===== config.mk =====
export PLATFORM = sky130hd
export DESIGN_NAME = dnc_write_weighting
export DESIGN_NICKNAME = d
export VERILOG_FILES = /design/src/common/dnc_pkg.sv /design/src/rtl/dnc_write_weighting.sv /design/src/rtl/write_weighting/gate_blend.sv /design/src/rtl/write_weighting/gate_scale.sv /design/src/rtl/write_weighting/write_weighting_ctrl.sv
export SDC_FILE = /design/constraint.sdc
export NUM_CORES = 2
export LEC_CHECK = 0
export BUFFER_PORTS_ARGS = -buffer_cell sky130_fd_sc_hd__clkbuf_2
export CAP_MARGIN = 10
export CORE_MARGIN = 5
export CORE_UTILIZATION = 42
export DETAILED_ROUTE_END_ITERATION = 12
export HOLD_SLACK_MARGIN = 0.12
export PLACE_DENSITY_LB_ADDON = 0.05
export RECOVER_POWER = 25
export SYNTH_ARGS = -nofsm -noshare
export SYNTH_HDL_FRONTEND = slang
export SYNTH_SLANG_ARGS = --single-unit

===== constraint.sdc =====
create_clock -name CLK -period 10.45 [get_ports CLK]
set_input_delay 2.09 -clock CLK [delete_from_list [all_inputs] [get_ports CLK]]
set_output_delay 2.09 -clock CLK [all_outputs]
set_load 0.1 [all_outputs]

===== src/common/dnc_pkg.sv =====
//////////////////////////////////////////////////
// Widths, Q1.15 constants, channel structs and
// controller state type for the write weighting
//////////////////////////////////////////////////

package dnc_pkg;

  //////////////////////////////////////////////////
  // Sizes
  //////////////////////////////////////////////////

  // One Q1.15 word
  localparam int FRAC_W = 16;

  // Fraction bits, product shift amount
  localparam int FRAC_SHIFT = FRAC_W - 1;

  // Full width of a word by word product
  localparam int PROD_W = 2 * FRAC_W;

  // Longest vector per command
  localparam int MAX_N = 256;

  // Counter must hold MAX_N itself
  localparam int CNT_W = $clog2(MAX_N + 1);

  //////////////////////////////////////////////////
  // Fixed point
  //////////////////////////////////////////////////

  // Unsigned Q1.15 value
  typedef logic [FRAC_W-1:0] frac_t;

  // 1.0 in Q1.15
  localparam frac_t FRAC_ONE = frac_t'(32768);

  //////////////////////////////////////////////////
  // Channel payloads
  //////////////////////////////////////////////////

  // Command word, vector length and both gates
  typedef struct packed {
    logic [CNT_W-1:0] size_n;
    frac_t            ga;
    frac_t            gw;
  } ww_cmd_t;

  // Input pair, allocation and content weighting
  typedef struct packed {
    frac_t a;
    frac_t c;
  } ww_elem_t;

  // Result word, last marks element N-1
  typedef struct packed {
    frac_t w;
    logic  last;
  } ww_out_t;

  //////////////////////////////////////////////////
  // Controller
  //////////////////////////////////////////////////

  typedef enum logic [1:0] {
    S_IDLE,
    S_RUN,
    S_DONE,
    S_RELEASE
  } ww_state_t;

endpackage


===== src/rtl/dnc_write_weighting.sv =====
//////////////////////////////////////////////////
// Write weighting top, controller plus blend
// and scale stages
//////////////////////////////////////////////////

`timescale 1ns/1ps

module dnc_write_weighting
  import dnc_pkg::*;
(
  input  logic     CLK,
  input  logic     RST,

  // Command channel
  input  logic     cmd_req,
  output logic     cmd_ack,
  input  ww_cmd_t  cmd,

  // Input channel
  input  logic     in_req,
  output logic     in_ack,
  input  ww_elem_t in_elem,

  // Output channel
  output logic     out_req,
  input  logic     out_ack,
  output ww_out_t  out_elem
);

  //////////////////////////////////////////////////
  // Internal wires
  //////////////////////////////////////////////////

  logic  load_blend;
  logic  load_scale;
  logic  last_tag;
  frac_t ga;
  frac_t gw;
  frac_t blend;

  //////////////////////////////////////////////////
  // Controller
  //////////////////////////////////////////////////

  write_weighting_ctrl u_ctrl (
    .CLK        (CLK),
    .RST        (RST),
    .cmd_req    (cmd_req),
    .cmd_ack    (cmd_ack),
    .cmd        (cmd),
    .in_req     (in_req),
    .in_ack     (in_ack),
    .out_req    (out_req),
    .out_ack    (out_ack),
    .load_blend (load_blend),
    .load_scale (load_scale),
    .last_tag   (last_tag),
    .ga         (ga),
    .gw         (gw)
  );

  //////////////////////////////////////////////////
  // Datapath
  //////////////////////////////////////////////////

  // Stage 1, allocation gate blend
  gate_blend u_blend (
    .CLK   (CLK),
    .RST   (RST),
    .load  (load_blend),
    .elem  (in_elem),
    .ga    (ga),
    .blend (blend)
  );

  // Stage 2, write gate scaling
  gate_scale u_scale (
    .CLK      (CLK),
    .RST      (RST),
    .load     (load_scale),
    .blend    (blend),
    .gw       (gw),
    .last_tag (last_tag),
    .out_elem (out_elem)
  );

endmodule


===== src/rtl/write_weighting/gate_blend.sv =====
//////////////////////////////////////////////////
// Blend stage, ga*a + (1-ga)*c in Q1.15
//////////////////////////////////////////////////

`timescale 1ns/1ps

module gate_blend
  import dnc_pkg::*;
(
  input  logic     CLK,
  input  logic     RST,

  // Load enable from the controller
  input  logic     load,

  // Element and allocation gate
  input  ww_elem_t elem,
  input  frac_t    ga,

  // Registered blend result
  output frac_t    blend
);

  //////////////////////////////////////////////////
  // Arithmetic
  //////////////////////////////////////////////////

  frac_t             ga_inv;
  logic [PROD_W-1:0] prod_a;
  logic [PROD_W-1:0] prod_c;
  logic [PROD_W:0]   prod_sum;

  // 1 - ga, reaches FRAC_ONE for ga of zero
  assign ga_inv = FRAC_ONE - ga;

  // Full width products
  assign prod_a = PROD_W'(ga) * PROD_W'(elem.a);
  assign prod_c = PROD_W'(ga_inv) * PROD_W'(elem.c);

  // Extra bit keeps the sum exact
  assign prod_sum = {1'b0, prod_a} + {1'b0, prod_c};

  //////////////////////////////////////////////////
  // Register
  //////////////////////////////////////////////////

  // Truncate by dropping the low 15 bits
  always_ff @(posedge CLK or posedge RST) begin
    if (RST) begin
      blend <= '0;
    end else if (load) begin
      blend <= prod_sum[FRAC_SHIFT +: FRAC_W];
    end
  end

endmodule


===== src/rtl/write_weighting/gate_scale.sv =====
//////////////////////////////////////////////////
// Scale stage, write gate product and last flag
//////////////////////////////////////////////////

`timescale 1ns/1ps

module gate_scale
  import dnc_pkg::*;
(
  input  logic    CLK,
  input  logic    RST,

  // Load enable from the controller
  input  logic    load,

  // Blend result and write gate
  input  frac_t   blend,
  input  frac_t   gw,

  // Marks element N-1
  input  logic    last_tag,

  // Held result, straight to the output port
  output ww_out_t out_elem
);

  //////////////////////////////////////////////////
  // Arithmetic
  //////////////////////////////////////////////////

  logic [PROD_W-1:0] prod_w;

  // gw * blend, full width
  assign prod_w = PROD_W'(gw) * PROD_W'(blend);

  //////////////////////////////////////////////////
  // Register
  //////////////////////////////////////////////////

  // Stays put while the output handshake waits
  always_ff @(posedge CLK or posedge RST) begin
    if (RST) begin
      out_elem.w    <= '0;
      out_elem.last <= 1'b0;
    end else if (load) begin
      // Truncated Q1.15 product
      out_elem.w    <= prod_w[FRAC_SHIFT +: FRAC_W];
      out_elem.last <= last_tag;
    end
  end

endmodule


===== src/rtl/write_weighting/write_weighting_ctrl.sv =====
//////////////////////////////////////////////////
// Write weighting controller, command latch, FSM,
// four-phase channels and stage valid tracking
//////////////////////////////////////////////////

`timescale 1ns/1ps

module write_weighting_ctrl
  import dnc_pkg::*;
(
  input  logic    CLK,
  input  logic    RST,

  // Command channel
  input  logic    cmd_req,
  output logic    cmd_ack,
  input  ww_cmd_t cmd,

  // Input channel
  input  logic    in_req,
  output logic    in_ack,

  // Output channel
  output logic    out_req,
  input  logic    out_ack,

  // Datapath control
  output logic    load_blend,
  output logic    load_scale,
  output logic    last_tag,
  output frac_t   ga,
  output frac_t   gw
);

  //////////////////////////////////////////////////
  // Signals
  //////////////////////////////////////////////////

  ww_state_t        state;
  ww_cmd_t          cmd_q;

  // Accepted and delivered element counts
  logic [CNT_W-1:0] acc_cnt;
  logic [CNT_W-1:0] dlv_cnt;
  logic [CNT_W-1:0] last_idx;

  // One valid bit per stage
  logic             blend_vld;
  logic             blend_last;
  logic             scale_vld;

  logic             cmd_start;
  logic             in_open;
  logic             out_free;
  logic             final_dlv;

  //////////////////////////////////////////////////
  // Decisions
  //////////////////////////////////////////////////

  // New command seen while idle
  assign cmd_start = (state == S_IDLE) && cmd_req;

  // Index of the final element
  assign last_idx = cmd_q.size_n - CNT_W'(1);

  // Fresh input request, elements still owed
  assign in_open = (state == S_RUN) && in_req && !in_ack &&
                   (acc_cnt < cmd_q.size_n);

  // Output handshake finished, out_ack back low
  assign out_free = scale_vld && !out_req && !out_ack;

  // Scale stage takes the blend result once it is empty
  // or its previous result has been handed over
  assign load_scale = blend_vld && (!scale_vld || out_free);

  // Blend refills while its contents move on, so two
  // elements can be in flight under back-pressure
  assign load_blend = in_open && (!blend_vld || load_scale);

  // Final delivery closes the vector
  assign final_dlv = out_free && (dlv_cnt == last_idx);

  // Latched gates feed the stages
  assign ga       = cmd_q.ga;
  assign gw       = cmd_q.gw;
  assign last_tag = blend_last;

  //////////////////////////////////////////////////
  // FSM
  //////////////////////////////////////////////////

  always_ff @(posedge CLK or posedge RST) begin
    if (RST) begin
      state   <= S_IDLE;
      cmd_q   <= '0;
      cmd_ack <= 1'b0;
    end else begin
      case (state)
        S_IDLE: begin
          if (cmd_req) begin
            cmd_q <= cmd;
            // Empty vector skips straight to the ack
            if (cmd.size_n == '0) begin
              state <= S_DONE;
            end else begin
              state <= S_RUN;
            end
          end
        end
        S_RUN: begin
          if (final_dlv) begin
            state <= S_DONE;
          end
        end
        S_DONE: begin
          cmd_ack <= 1'b1;
          state   <= S_RELEASE;
        end
        S_RELEASE: begin
          // Wait for the host to drop its request
          if (!cmd_req) begin
            cmd_ack <= 1'b0;
            state   <= S_IDLE;
          end
        end
        default: begin
          state <= S_IDLE;
        end
      endcase
    end
  end

  //////////////////////////////////////////////////
  // Element counters
  //////////////////////////////////////////////////

  always_ff @(posedge CLK or posedge RST) begin
    if (RST) begin
      acc_cnt <= '0;
      dlv_cnt <= '0;
    end else if (cmd_start) begin
      acc_cnt <= '0;
      dlv_cnt <= '0;
    end else begin
      if (load_blend) begin
        acc_cnt <= acc_cnt + CNT_W'(1);
      end
      if (out_free) begin
        dlv_cnt <= dlv_cnt + CNT_W'(1);
      end
    end
  end

  //////////////////////////////////////////////////
  // Stage valids and channel handshakes
  //////////////////////////////////////////////////

  always_ff @(posedge CLK or posedge RST) begin
    if (RST) begin
      blend_vld  <= 1'b0;
      blend_last <= 1'b0;
      scale_vld  <= 1'b0;
      in_ack     <= 1'b0;
      out_req    <= 1'b0;
    end else begin
      // Blend stage, last tag rides with the element
      if (load_blend) begin
        blend_vld  <= 1'b1;
        blend_last <= (acc_cnt == last_idx);
      end else if (load_scale) begin
        blend_vld <= 1'b0;
      end

      // Scale stage stays full until out_ack falls
      if (load_scale) begin
        scale_vld <= 1'b1;
      end else if (out_free) begin
        scale_vld <= 1'b0;
      end

      // in_ack rises with the blend load
      if (load_blend) begin
        in_ack <= 1'b1;
      end else if (!in_req) begin
        in_ack <= 1'b0;
      end

      // out_req rises with the scale load, drops on out_ack
      if (load_scale) begin
        out_req <= 1'b1;
      end else if (out_ack) begin
        out_req <= 1'b0;
      end
    end
  end

endmodule


# == Word level (Yosys, flattened, before mapping) ==
# Cells that the tools add are included.
# W data, S select, Z words.
# totals
word_cells,79
inputBits,78
register_bits,100
# op_classes
mux,19
mul,3
magnitude_cmp,1
reduce_logical,27
add_sub_neg,5
n_eq_ne,9
# ops
operator,count
$mul A16 B16 Y31,3
$mux W9,4
$add A31 B31 Y31,1
$add A9 B1 Y9 const B,2
$eq A9 B9 Y1,2
$sub A16 B16 Y16 const A,1
$reduce_bool A2 Y1,6
$logic_and A1 B1 Y1,9
$logic_not A9 Y1,1
$lt A9 B9 Y1,1
$mux W1,9
$sub A9 B1 Y9 const B,1
$mux W2,4
$pmux W2 S4,1
$logic_not A1 Y1,5
$eq A2 B2 Y1 const B,2
$ne A2 B1 Y1 const B,2
$ne A2 B2 Y1 const B,2
$reduce_and A2 Y1,2
$reduce_and A3 Y1,1
$eq A2 B1 Y1 const B,1
$logic_not A2 Y1,1
$logic_or A1 B1 Y1,2
$pmux W1 S2,1

# == Longest topological paths before layout ==
# logic_depth
word_depth,9
ltp_mapped,33
ltp_nobuf,31

# == Cells and area by module ==
# A second synthesis with hierarchy kept.
# hier_totals
hier_cells,3320
area_unflattened_um2,30327.8
# by_module_without_submodules
module,seq_area_each_um2,cells_each,instances,area_each_um2
gate_blend,400.4,1933,1,17596.9
gate_scale,425.4,1051,1,9093.7
write_weighting_ctrl,1676.6,336,1,3637.2

# == Worst setup path after synthesis ==
# Ideal clock, no wire load.
# synth_path
path_kind,input to register
startpoint,input port in_elem[18] (netlist bit)
endpoint,register u_blend.blend[13]
cell_stages,24
slack_ns,1.958
setup_ns,0.135
arrival_ns,8.356
required_ns,10.315
cell_sequence,clkbuf_1 nand2_1 fa_1 inv_1 fa_1 inv_1 fa_1 fa_1 inv_1 fa_1 fa_1 fa_1 inv_1 fa_1 inv_1 ha_1 a21o_1 a21oi_1 o21a_1 a2111oi_1 o41a_2 a21oi_1 xnor2_1 o21ai_0
# synth_via
elab_chain_cells,2
# synth_lines
item,line_no,rtl
from (decl),dnc_write_weighting.sv:22,"input ww_elem_t in_elem,"
$mul A16 B16 Y31,gate_blend.sv:37,assign prod_a = PROD_W'(ga) * PROD_W'(elem.a);
$add A31 B31 Y31,gate_blend.sv:41,"assign prod_sum = {1'b0, prod_a} + {1'b0, prod_c};"
to (signal assigned),gate_blend.sv:52,blend <= prod_sum[FRAC_SHIFT +: FRAC_W];
to (decl),gate_blend.sv:21,output frac_t blend
# No other way between the ends.
# A chain may end at the register's enable or synchronous reset.

# == Worst setup path in the final report ==
# layout_path
startpoint,"register u_ctrl.cmd_q, in the netlist u_ctrl.ga[1]"
endpoint,register u_blend.blend[13]
# layout_via
elab_chain_cells,3
word_cells_on_any_way,4
cone_classes,add/sub: 2; mul: 2
# layout_lines
item,line_no,rtl
from (decl),write_weighting_ctrl.sv:40,ww_cmd_t cmd_q;
from (signal assigned),write_weighting_ctrl.sv:103,cmd_q <= cmd;
$sub A16 B16 Y16,gate_blend.sv:34,assign ga_inv = FRAC_ONE - ga;
$mul A16 B16 Y31,gate_blend.sv:38,assign prod_c = PROD_W'(ga_inv) * PROD_W'(elem.c);
$add A31 B31 Y31 *,gate_blend.sv:41,
# Mark *: on every way between the ends. The rest lies on a longest branch, timed or not.

==> run metrics <==
DRC viols 0; First DRT Iteration DRCs 728; min Tclk post-route 9010 ps; DIE WIDTH 274 um; chip height 274 um; clock sink count 100; global-route wire length before repair 122000 um; Syn Nets 4174; R2R Path End u_blend.blend[13]; layout cells sized above 1 6.48%; average size of a mapped cell 9.22 um^2; CTS tree yes; total global-route track usage 20.6%; WL final 73300 um; final non-filler cell total 4111; HP Class flop to flop; crit path launch type flop; vias 20365; PostCTS Resize Cnt 0; Sum Neg Setup Slack 0 ps; hold wc startpoint u_scale.out_elem[10]; Worst-Skew Late Latency 410 ps; Arr. time, crit path 9270 ps; Achievable Freq 0.111 GHz; # setup viols final 0; Max transition margin -79.4%; Post-synth top flop dfrtp_1; # placed instances 4093; Post CTS Setup Buffer Count 0; kind of critical path flop to flop; gr ovfl total 0; Hold Path Stages 2; Post-CTS Hold Fix Bufs 0; commonest non-fill, non-tap cell in the layout inv_1; number of flops mapped to enable cells by yosys 0; gpl congestion 0.830; initial core utilization between 40% and 50%; largest family of logic cells by synthesized area adder cells; Storage cell area 2500 um^2; synth unique cells 63; Mapped Area 29200 um^2; FF-to-FF path depth 25; Layout Area Growth over Synthesis 6.03%; fraction of registers with async set/reset 100%; Post-Synth Adder-Cell Area 56.2%; Fin. Hold Viols 0; WP data required 10710 ps; largest net degree at the start of global routing 71; post-synthesis compound-gate area fraction under 10%; CTS max path bufs 2; Post-Synth XOR/XNOR Area 2.96%; Port Buffers 97; Synth Register Bits 100; root buffer cell clkbuf_16; max-cap violation count 1; violated checks capacitance limit, slew limit; initial antenna violation count 2; Detail Route Antenna Nets 0; Layout Nets between 4000 and 5000; post-DP HPWL 60000 um; outcome complete, but fails checks; Multi-input gate area 23400 um^2; fillcell total 6858; cts bufs inserted 9; Die Area between 70000 and 80000 um^2; worst reg2reg setup slack between 1000 and 1500 ps; vias per cell 4.95; count of warnings emitted by yosys 0; final cycle utilization of the critical path a little under nine tenths; crit path capture type flop; clock slew at reported path FFs roughly 90 ps; fin. max-slew vios a little under 60; row cnt 96; worst-path fanout max 11; H-tree depth 3; Cells after Synth 3164; vias in the first global route around 23000; core area roughly 69000 um^2; mux cell area share after synthesis approximately 1.4%; r2r startpoint u_ctrl.ga[1]; Layout Skew 23.5 ps; Hold Crit Endpoint u_scale.out_elem[10]; router iterations before antenna repair 5; worst-margin pin slew 2680 ps; RSZ-0062 raised after global routing false; Synth Area in Simple Gates 16.1%; post-synthesis sequential area ratio approximately 8.6%; Top Ports between 90 and 100; most frequent cells in the layout 745 x inv_1, 631 x fa_1, 498 x nand2_1, 329 x and2_1, 301 x ha_1; routed length per instance 17.8 um
[critical path, cell delays in order (launching register included)]
cell       delay, ps
dfrtp_1          630
nor3_1           450
nand3_1          240
or3_1            410
xor2_1           800
nor2b_1          150
fa_1             520
inv_1             50
fa_1             520
fa_1             430
fa_1             510
inv_1             50
fa_1             550
fa_1             430
fa_1             520
fa_1             410
ha_1             370
a21oi_1          160
o21a_1           150
o21a_1           250
a2111oi_1        120
buf_4            170
o41a_2           520
a21oi_1          240
xnor2_1          140
o21ai_0           80
[routing by layer]
| metal | up-vias | global-route usage, % | part of all wire, % |
|---|---|---|---|
| met3 | 93 | 2.17 | 3.3 |
| met4 | 0 | 5.67 | 2.7 |
| met1 | 10612 | 27.2 | 44 |
| li1 | 9309 | - | - |
| met2 | 351 | 36.2 | 50 |
| met5 | - | 0 | 0 |
[cells by family (layout without fill, tap and decap cells)]
group,count (synthesis),count (layout)
buffers and inverters,885,899
AND/OR/NAND/NOR,963,963
AO/OA/AOI/OAI,150,150
other,0,2
adder cells (fa/ha/maj),932,932
XOR/XNOR,97,97
flip-flops,100,100
multiplexers,37,37
[sequential cells by signal, summed over array words and instances, names as in the netlist, 2 cells and up]
| name | count |
|---|---|
| u_ctrl.gw | 16 |
| u_ctrl.state | 2 |
| u_ctrl.ga | 16 |
| u_ctrl.acc_cnt | 9 |
| u_scale.out_elem | 17 |
| u_blend.blend | 16 |
| u_ctrl.dlv_cnt | 9 |
| u_ctrl.cmd_q | 9 |
[cell usage after synthesis, types with 2 or more instances]
library cell / count / area (um^2)
or2_2: 3 / 18.8
a21oi_1: 31 / 155
ha_1: 301 / 3770
dfrtp_1: 100 / 2500
nor2b_1: 16 / 100
a211oi_1: 4 / 30.0
nor2_1: 36 / 135
nand4_1: 12 / 75.1
nor3b_1: 4 / 30.0
o221ai_1: 2 / 17.5
nand2b_1: 9 / 56.3
a211oi_2: 2 / 25.0
nor4_2: 2 / 25.0
or3_1: 6 / 37.5
o21a_1: 12 / 90.1
a21o_1: 8 / 60.1
nand2_1: 498 / 1870
o31ai_1: 6 / 45.0
nor4_1: 11 / 68.8
and3_1: 6 / 37.5
xor2_1: 32 / 280
clkbuf_1: 131 / 492
a31oi_1: 2 / 12.5
fa_1: 631 / 12600
nor3_1: 12 / 60.1
inv_1: 746 / 2800
a211o_1: 3 / 26.3
o21ai_0: 55 / 275
and2_1: 330 / 2060
nand3_1: 11 / 55.1
mux2i_1: 4 / 40.0
o211ai_1: 5 / 37.5
nor4b_1: 2 / 17.5
xnor2_2: 2 / 32.5
xnor2_1: 63 / 552
mux2_2: 32 / 360
a2111oi_0: 2 / 17.5
buf_2: 3 / 15.0
buf_1: 5 / 18.8
[through the flow]
step / hold WS [ps] / area (um^2) / util [%] / setup slack [ps]
2_1_floorplan: 439 / 29200 / - / 1960
3_3_place_gp: 464 / 30600 / 44.6 / 1350
3_5_place_dp: 470 / 30600 / 44.6 / 1290
4_1_cts: 490 / 30900 / 45.0 / 1430
5_1_grt: 509 / 30900 / 45.0 / 907
6_report: 486 / 30900 / 45.0 / 1440
[worst max path at each step]
stage	from	to	slack, ps	depth (start not counted)
CTS	u_ctrl.ga[1]	u_blend.blend[13]	1430	25
floorplan	in_elem[18]	u_blend.blend[13]	1960	24
finish	u_ctrl.ga[1]	u_blend.blend[13]	1440	25
detailed placement	in_elem[18]	u_blend.blend[13]	1290	25
global placement	in_elem[18]	u_blend.blend[13]	1350	25
global route	u_ctrl.ga[1]	u_blend.blend[10]	910	24
[cell type report]
type                       instances  share of cell area (%)
timing repair buffer             137                    2.53
inverter                         746                    9.06
clock buffer                       9                   0.728
clock inverter                     7                   0.255
tap                              931                    3.77
multi-input combinational       2179                    75.5
sequential                       100                    8.09
antenna                            2                  0.0162
Power is not shown: default switching activity piles up to over one toggle a cycle in this logic, so the estimate is an artifact.
